File: src/cpu_word_pkg.sv
package cpu_word_pkg;

    // datapath word width
    localparam int word_w = 32;

    // low bits of src2 used as a shift amount
    localparam int shamt_w = 5;

    // divider iteration counter, one step per quotient bit
    localparam int step_w = $clog2(word_w);

    // one register-file word
    typedef logic [word_w-1:0] word_t;

    // shift amount for sll, srl and sra
    typedef logic [shamt_w-1:0] shamt_t;

    // index of the current restoring step
    typedef logic [step_w-1:0] step_t;

endpackage

File: src/alu_op_pkg.sv
package alu_op_pkg;

    // operation code as issued by decode
    typedef enum logic [4:0] {
        op_add,
        op_sub,
        op_slt,
        op_sltu,
        op_nor,
        op_and,
        op_or,
        op_xor,
        op_sll,
        op_srl,
        op_sra,
        op_div,
        op_divu,
        op_mod,
        op_modu,
        op_lui,
        op_pcadd4
    } alu_op_e;

    // constant addend for the link address
    localparam cpu_word_pkg::word_t pc_step = 32'd4;

    // bit positions in the one-hot result select
    localparam int sel_sum  = 0;
    localparam int sel_slt  = 1;
    localparam int sel_sltu = 2;
    localparam int sel_lsh  = 3;
    localparam int sel_quo  = 4;
    localparam int sel_rem  = 5;
    localparam int sel_src2 = 6;
    localparam int sel_w    = 7;

    // one-hot result select
    typedef logic [sel_w-1:0] sel_t;

    // request: operation plus both operands
    typedef struct packed {
        alu_op_e             op;
        cpu_word_pkg::word_t src1;
        cpu_word_pkg::word_t src2;
    } alu_req_t;

    // response: result word and adder carry-out
    typedef struct packed {
        cpu_word_pkg::word_t result;
        logic                carry;
    } alu_resp_t;

endpackage

File: src/alu_adder.sv
`timescale 1ns/1ps

module alu_adder (
    input  cpu_word_pkg::word_t src1,
    input  cpu_word_pkg::word_t src2,
    input  logic                subtract,
    input  logic                add_step,
    output cpu_word_pkg::word_t sum,
    output cpu_word_pkg::word_t slt,
    output cpu_word_pkg::word_t sltu,
    output logic                carry
);
    import cpu_word_pkg::*;
    import alu_op_pkg::*;

    // second adder input after mode selection
    word_t b_op;
    // signed compare bit
    logic  lt_bit;
    // sign bits of both operands and of the difference
    logic  s1_neg;
    logic  s2_neg;
    logic  sum_neg;

    // constant four wins over subtract
    // sub, slt and sltu use ~src2 with carry-in set
    always_comb begin
        if (add_step) begin
            b_op = pc_step;
        end else if (subtract) begin
            b_op = ~src2;
        end else begin
            b_op = src2;
        end
    end

    // one 33-bit add gives sum and carry-out together
    // carry-in is the +1 of two's complement
    assign {carry, sum} = {1'b0, src1} + {1'b0, b_op} + {{word_w{1'b0}}, subtract};

    assign s1_neg  = src1[word_w-1];
    assign s2_neg  = src2[word_w-1];
    assign sum_neg = sum[word_w-1];

    // src1 negative and src2 not -> less
    // same signs -> the difference sign decides, no overflow possible
    assign lt_bit = (s1_neg & ~s2_neg) | (~(s1_neg ^ s2_neg) & sum_neg);

    // compare results in bit zero
    assign slt = {{(word_w-1){1'b0}}, lt_bit};

    // no carry out of a - b means a borrow, so a < b unsigned
    assign sltu = {{(word_w-1){1'b0}}, ~carry};

endmodule

File: src/alu_logic_shift.sv
`timescale 1ns/1ps

module alu_logic_shift (
    input  cpu_word_pkg::word_t src1,
    input  cpu_word_pkg::word_t src2,
    input  alu_op_pkg::alu_op_e op,
    output cpu_word_pkg::word_t result
);
    import cpu_word_pkg::*;
    import alu_op_pkg::*;

    // shift amount, upper bits of src2 ignored
    shamt_t shamt;

    assign shamt = src2[shamt_w-1:0];

    // anything outside this group reads as zero
    // and the top level masks it off anyway
    always_comb begin
        case (op)
            op_nor:  result = ~(src1 | src2);
            op_and:  result = src1 & src2;
            op_or:   result = src1 | src2;
            op_xor:  result = src1 ^ src2;
            // zero fill from the right
            op_sll:  result = src1 << shamt;
            // zero fill from the left
            op_srl:  result = src1 >> shamt;
            // sign of src1 replicated into the vacated bits
            op_sra:  result = $signed(src1) >>> shamt;
            default: result = '0;
        endcase
    end

endmodule

File: src/div_unit.sv
`timescale 1ns/1ps

module div_unit (
    input  logic                clk,
    input  logic                rst_n,
    input  logic                start,
    input  logic                is_signed,
    input  cpu_word_pkg::word_t dividend,
    input  cpu_word_pkg::word_t divisor,
    input  logic                ack,
    output logic                done,
    output cpu_word_pkg::word_t quotient,
    output cpu_word_pkg::word_t remainder
);
    import cpu_word_pkg::*;

    // idle -> run (word_w steps) -> fix (signs) -> hold (until ack)
    typedef enum logic [1:0] {
        idle,
        run,
        fix,
        hold
    } div_state_e;

    div_state_e state;
    step_t      step;

    // quo_r starts as the dividend magnitude and shifts out into the remainder
    word_t quo_r;
    word_t rem_r;
    // divisor magnitude
    word_t dvs_r;
    // result signs captured at start
    logic  q_neg;
    logic  r_neg;

    logic  dend_neg;
    logic  dsor_neg;
    word_t dend_mag;
    word_t dsor_mag;
    logic  div_zero;

    // partial remainder one bit wider than a word
    logic [word_w:0] partial;
    logic [word_w:0] trial;

    // operand signs only count for signed ops
    assign dend_neg = is_signed & dividend[word_w-1];
    assign dsor_neg = is_signed & divisor[word_w-1];
    assign dend_mag = dend_neg ? -dividend : dividend;
    assign dsor_mag = dsor_neg ? -divisor : divisor;
    assign div_zero = (divisor == '0);

    // shift next dividend bit into the remainder, then try the subtract
    assign partial = {rem_r, quo_r[word_w-1]};
    assign trial   = partial - {1'b0, dvs_r};

    always_ff @(posedge clk) begin
        if (!rst_n) begin
            state <= idle;
            step  <= '0;
        end else begin
            case (state)
                idle: begin
                    if (start) begin
                        // zero divisor needs no iteration
                        state <= div_zero ? hold : run;
                        step  <= '0;
                    end
                end
                run: begin
                    step <= step + 1'b1;
                    if (step == step_t'(word_w - 1)) begin
                        state <= fix;
                    end
                end
                fix: state <= hold;
                hold: begin
                    if (ack) begin
                        state <= idle;
                    end
                end
                default: state <= idle;
            endcase
        end
    end

    always_ff @(posedge clk) begin
        case (state)
            idle: begin
                if (start) begin
                    if (div_zero) begin
                        // defined result: all ones, remainder is the raw dividend
                        quo_r <= '1;
                        rem_r <= dividend;
                    end else begin
                        quo_r <= dend_mag;
                        rem_r <= '0;
                    end
                    dvs_r <= dsor_mag;
                    q_neg <= dend_neg ^ dsor_neg;
                    r_neg <= dend_neg;
                end
            end
            run: begin
                // borrow -> restore, quotient bit 0
                if (trial[word_w]) begin
                    rem_r <= partial[word_w-1:0];
                end else begin
                    rem_r <= trial[word_w-1:0];
                end
                quo_r <= {quo_r[word_w-2:0], ~trial[word_w]};
            end
            fix: begin
                // most negative / -1 stays as is since q_neg is clear
                if (q_neg) begin
                    quo_r <= -quo_r;
                end
                if (r_neg) begin
                    rem_r <= -rem_r;
                end
            end
            default: begin
            end
        endcase
    end

    assign done      = (state == hold);
    assign quotient  = quo_r;
    assign remainder = rem_r;

endmodule

File: src/alu.sv
`timescale 1ns/1ps

module alu (
    input  logic                  clk,
    input  logic                  rst_n,
    input  alu_op_pkg::alu_req_t  req,
    input  logic                  req_valid,
    output logic                  req_ready,
    output alu_op_pkg::alu_resp_t resp,
    output logic                  resp_valid,
    input  logic                  resp_ready
);
    import cpu_word_pkg::*;
    import alu_op_pkg::*;

    // select decoded from the incoming op
    sel_t op_sel;
    // quo or rem select, kept for the divide in flight
    sel_t div_sel;
    // select that actually drives the output register
    sel_t fin_sel;

    logic subtract;
    logic add_step;
    logic is_div;
    logic div_signed;

    word_t sum;
    word_t slt;
    word_t sltu;
    logic  add_carry;
    word_t lsh_res;
    word_t quotient;
    word_t remainder;
    logic  div_done;

    // handshake state
    logic      div_busy;
    logic      out_free;
    logic      accept;
    logic      div_ack;
    logic      load;
    alu_resp_t next_resp;

    // adder modes
    assign subtract = (req.op == op_sub) | (req.op == op_slt) | (req.op == op_sltu);
    assign add_step = (req.op == op_pcadd4);

    // one-hot decode
    assign op_sel[sel_sum]  = (req.op == op_add) | (req.op == op_sub) | add_step;
    assign op_sel[sel_slt]  = (req.op == op_slt);
    assign op_sel[sel_sltu] = (req.op == op_sltu);
    assign op_sel[sel_lsh]  = (req.op == op_nor) | (req.op == op_and) | (req.op == op_or) |
                              (req.op == op_xor) | (req.op == op_sll) | (req.op == op_srl) |
                              (req.op == op_sra);
    assign op_sel[sel_quo]  = (req.op == op_div) | (req.op == op_divu);
    assign op_sel[sel_rem]  = (req.op == op_mod) | (req.op == op_modu);
    assign op_sel[sel_src2] = (req.op == op_lui);

    assign is_div     = op_sel[sel_quo] | op_sel[sel_rem];
    assign div_signed = (req.op == op_div) | (req.op == op_mod);

    alu_adder i_adder (
        .src1     (req.src1),
        .src2     (req.src2),
        .subtract (subtract),
        .add_step (add_step),
        .sum      (sum),
        .slt      (slt),
        .sltu     (sltu),
        .carry    (add_carry)
    );

    alu_logic_shift i_logic_shift (
        .src1   (req.src1),
        .src2   (req.src2),
        .op     (req.op),
        .result (lsh_res)
    );

    div_unit i_div (
        .clk       (clk),
        .rst_n     (rst_n),
        .start     (accept & is_div),
        .is_signed (div_signed),
        .dividend  (req.src1),
        .divisor   (req.src2),
        .ack       (div_ack),
        .done      (div_done),
        .quotient  (quotient),
        .remainder (remainder)
    );

    // output register empty or draining this cycle
    assign out_free  = ~resp_valid | resp_ready;
    assign req_ready = out_free & ~div_busy;
    assign accept    = req_valid & req_ready;

    // divider result leaves only when there is room for it
    assign div_ack = div_done & out_free;
    assign load    = (accept & ~is_div) | div_ack;

    // divide completion overrides the request decode
    assign fin_sel = div_ack ? div_sel : op_sel;

    // AND-OR result select
    assign next_resp.result = ({word_w{fin_sel[sel_sum]}}  & sum)       |
                              ({word_w{fin_sel[sel_slt]}}  & slt)       |
                              ({word_w{fin_sel[sel_sltu]}} & sltu)      |
                              ({word_w{fin_sel[sel_lsh]}}  & lsh_res)   |
                              ({word_w{fin_sel[sel_quo]}}  & quotient)  |
                              ({word_w{fin_sel[sel_rem]}}  & remainder) |
                              ({word_w{fin_sel[sel_src2]}} & req.src2);

    // carry only for ops that went through the adder
    assign next_resp.carry = add_carry &
                             (fin_sel[sel_sum] | fin_sel[sel_slt] | fin_sel[sel_sltu]);

    always_ff @(posedge clk) begin
        if (!rst_n) begin
            resp_valid <= 1'b0;
            div_busy   <= 1'b0;
        end else begin
            if (load) begin
                resp_valid <= 1'b1;
            end else if (resp_ready) begin
                resp_valid <= 1'b0;
            end
            // blocks new requests from divide accept until its result is taken
            if (accept & is_div) begin
                div_busy <= 1'b1;
            end else if (div_ack) begin
                div_busy <= 1'b0;
            end
        end
    end

    always_ff @(posedge clk) begin
        if (load) begin
            resp <= next_resp;
        end
        if (accept & is_div) begin
            div_sel <= op_sel;
        end
    end

endmodule

File: config.mk
export PLATFORM = sky130hd
export DESIGN_NAME = alu
export DESIGN_NICKNAME = d
export VERILOG_FILES = /design/src/cpu_word_pkg.sv /design/src/alu_op_pkg.sv /design/src/alu_adder.sv /design/src/alu_logic_shift.sv /design/src/div_unit.sv /design/src/alu.sv
export SDC_FILE = /design/constraint.sdc
export NUM_CORES = 1
export LEC_CHECK = 0
export BUFFER_PORTS_ARGS = -buffer_cell sky130_fd_sc_hd__buf_2
export CORE_AREA = 2 2 209 211
export CTS_CLUSTER_SIZE = 20
export DETAILED_ROUTE_END_ITERATION = 10
export DIE_AREA = 0 0 211 213
export PLACE_DENSITY = 0.62
export SYNTH_ARGS = -nofsm -noshare
export SYNTH_HDL_FRONTEND = slang
export SYNTH_SLANG_ARGS = --single-unit
File: constraint.sdc
create_clock -name clk -period 12.8 [get_ports clk]
set_input_delay 0 -clock clk [delete_from_list [all_inputs] [get_ports clk]]
set_output_delay 0 -clock clk [all_outputs]
set_load 0.01 [all_outputs]
==> run metrics <==
Slew HR=20.92%; largest net degree at the start of global routing=75; CP max-delay cell=a41oi_1; IO Port Bufs=107; routed wire length per instance=26.80 um; reg2reg end=i_div.remainder[29]$_DFFE_PP_; Seq/Total Area, Yosys=22.71%; commonest cells in the netlist=245 x nor2_1, 220 x nand2_1, 217 x a21oi_1; critical path buffer and inverter count=4; cells along the critical path=dlygate4sd3_1, buf_2, or3_1, or2_2, clkinv_1, buf_4, nor2_1, nand2_1, o21ai_0, fa_1, a21o_1, a21oi_1, o21ai_1, a221o_1, a41oi_1, o21ai_0, xnor2_1, nor3_1, or4_1; cell area after synthesis=19,040 um2; Sink Count=147; worst reg2reg startpoint=i_div.quotient[31]$_DFFE_PP_; WHS Path Cells=3; peak supply drop=0.1449 mV; DRC errors left=0; Comb power frac=52.4%; Chip Height=213 um; Final Max Slew Viols=0; Min-Delay Startpoint=req[67]; H-tree levels=4; Critical Path Sink Type=flop; drt first pass iters=6; status=finished clean; die width=211 um; ratio of cells with drive above 1 in the final layout=10.86%; type of origin of the critical path=input pin; Clock Latency Late Sink=470 ps; Longest Clk Path Bufs=2; clock-pin slew on the worst setup and hold paths=80 ps; most used cell, CP=o21ai_0; core box area=42,700 um2; crit path kind=in -> reg; Final Setup Violations=0; Final Core Density=48.24%; Ports=108; dominant cell type by area after synthesis=edfxtp_1; post-route cell area=20,600 um2; detailed placement HPWL=60.04 mm; Gate Count Post-Synth=2,418; global-route wire length before repair=117.9 mm; number of post-CTS setup repair buffers=0; Critical Path RT=13,010 ps; Setup WS pre-CTS=7134 ps; final clock skew=12.31 ps; total die area=44,940 um2; Total Power=0.003147 W; Fmax=179.0 MHz; syn nets=2,633; routed wire length=79.84 mm; delay-heaviest family, CP=compound AO/OA/AOI/OAI gates; clock share of power=16.2%; CTS Buf Count=17; Post-Syn Area per Cell=7.875 um2; ys flop type=edfxtp_1; max incr delay on CP=540 ps; Power Density=152.8 nW/um2; grt total ovfl=0; Worst Slack Setup Final=7212 ps; worst hold-check path type=in -> reg; count leader, synth=nor2_1; DRT antenna net count=0; Initial Utilization=44.60%; WL met3=8.825 mm; CTS root buf=clkbuf_16; M1 WL=32.36 mm; Critical Path AT=5800 ps; RSZ-0062 raised after global routing=no; Max-Cap Viols=0; Post-synth ARST share=0%; YS warnings=0; max layer used=met4; GRT Util Overall=35.16%; Cell Area, Placed=19,880 um2; number of synthesized flops with an enable pin=138; Slew @ Worst Pin=1186 ps; Yosys cell types=91; internal power=0.001634 W; Net Sw Power=0.001513 W; setup TNS=0 ps; Area contributors post-synth=edfxtp_1 22%, ha_1 9.1%, xnor2_1 6.3%, a21oi_1 5.7%, o21ai_0 4.9%; post-layout net count=2,634; post-layout minimum cycle time=5588 ps; met2 WL=34.41 mm; Worst R2R Setup Slack=8150 ps; global placer's final weighted congestion=1.010; share of the synthesized area in the top cell type=21.76%; flops & latches, synth=147; sequential power share=31.4%; CTS tree=built; Row Count=76; drt initial violations=2,566; Final Cycle Share=43.65%; Hold Fails Final Rpt=0; initial antenna violation count=1; R2R depth=13; hold endpoint=div_sel[2]$_DFFE_PP_; vias post-DR=19,970; vias in the first global route=18,470; worst-path maximum fanout=31; switching share of power=48.06%; Area growth, synth to finish=8.168%; Vias/cell=6.705; LEAKAGE=8.065 nW
[cell type report]
cell class / instances / area (um2)
antenna: 1 / 2.502
clock buffer: 18 / 429.2
clock inverter: 14 / 141.4
fill: 4209 / 22100
inverter: 125 / 469.2
multi-input combinational: 1969 / 13580
sequential: 147 / 4324
tap: 546 / 683.2
timing repair buffer: 159 / 965.9
[routing by layer]
layer | up-vias | track usage [%]
met5 | - | 0
met4 | 0 | 17.90
met3 | 192 | 6.295
met2 | 1329 | 53.49
met1 | 9520 | 47.81
li1 | 8933 | -
[stage by stage]
stage,instances,hold WS (ps)
after floorplan,2418,98.87
after global placement,2932,312.2
after detailed placement,2932,322.7
after CTS,2978,8.243
after global routing,2979,55.48
final,2979,33.48
[state kept, by name, indices dropped and copies added (netlist names)]
register	cells
div_busy	1
div_sel	7
i_div.dvs_r	32
i_div.q_neg	1
i_div.quotient	32
i_div.r_neg	1
i_div.remainder	32
i_div.state	2
i_div.step	5
resp	33
resp_valid	1
[worst max-delay path by stage]
stage | start | end | slack, ps | cells after the start
2_1_floorplan | req[66] | resp[1]$_DFFE_PP_ | 8580 | 17
3_3_place_gp | req[65] | resp[1]$_DFFE_PP_ | 7200 | 19
3_5_place_dp | req[65] | resp[1]$_DFFE_PP_ | 7130 | 19
4_1_cts | req[66] | resp[1]$_DFFE_PP_ | 7380 | 19
5_1_grt | req[66] | resp[1]$_DFFE_PP_ | 7050 | 19
6_report | req[66] | resp[1]$_DFFE_PP_ | 7210 | 19
[cell usage in the layout (no fill, tap or decap), types with 14 or more instances in the layout]
master           n
nor2_1         244
nand2_1        220
a21oi_1        215
o21ai_0        186
ha_1           139
edfxtp_1       138
xnor2_1        136
inv_1          122
buf_2          105
mux2i_1         75
nor3_1          45
xor2_1          45
nand2b_1        41
buf_4           40
nor2b_1         38
a21o_1          38
a31oi_1         37
nand3_1         34
a32oi_1         30
mux2_2          29
a222oi_1        29
a211oi_1        25
o221ai_1        25
mux4_2          23
nand4_1         21
o211ai_1        21
or3_1           18
o31ai_1         17
clkbuf_16       17
a22oi_1         16
o22ai_1         15
dlygate4sd3_1   14
[worst register-to-register path, stage by stage (launching register included)]
cell and delay [ps]:
edfxtp_1 530, inv_1 250, ha_1 210, inv_1 50, fa_1 430, a211o_1 340, a21oi_1 370, o21bai_1 240
o2111ai_1 520, a31o_2 290, xor2_4 140, buf_4 500, nand2b_1 370, o211ai_1 140
[logic make-up after synthesis]
group / count (synthesis) / share of synthesized area (%)
compound gates: 763 / 25.82
simple gates: 754 / 18.86
buf+inv: 302 / 6.361
xor+xnor: 182 / 8.372
flops: 147 / 22.71
fa+ha+maj: 142 / 9.449
mux: 128 / 8.431
[power groups by stage]
stage / Sequential, W / Combinational (W) / Clock [W]
after floorplan: 0.000900 / 0.00118 / 0
after global placement: 0.000981 / 0.00158 / 0
after detailed placement: 0.000988 / 0.00161 / 0
after CTS: 0.000978 / 0.00162 / 0.000516
after global routing: 0.00101 / 0.00180 / 0.000529
final: 0.000988 / 0.00165 / 0.000509
[what timing repair did]
item,4_1_cts,5_1_grt
resized for setup,0,0
endpoints found under the hold margin,20,0
hold buffers,14,0
setup endpoints to repair,0,0
Note: power is estimated with default switching activity, not from simulation.
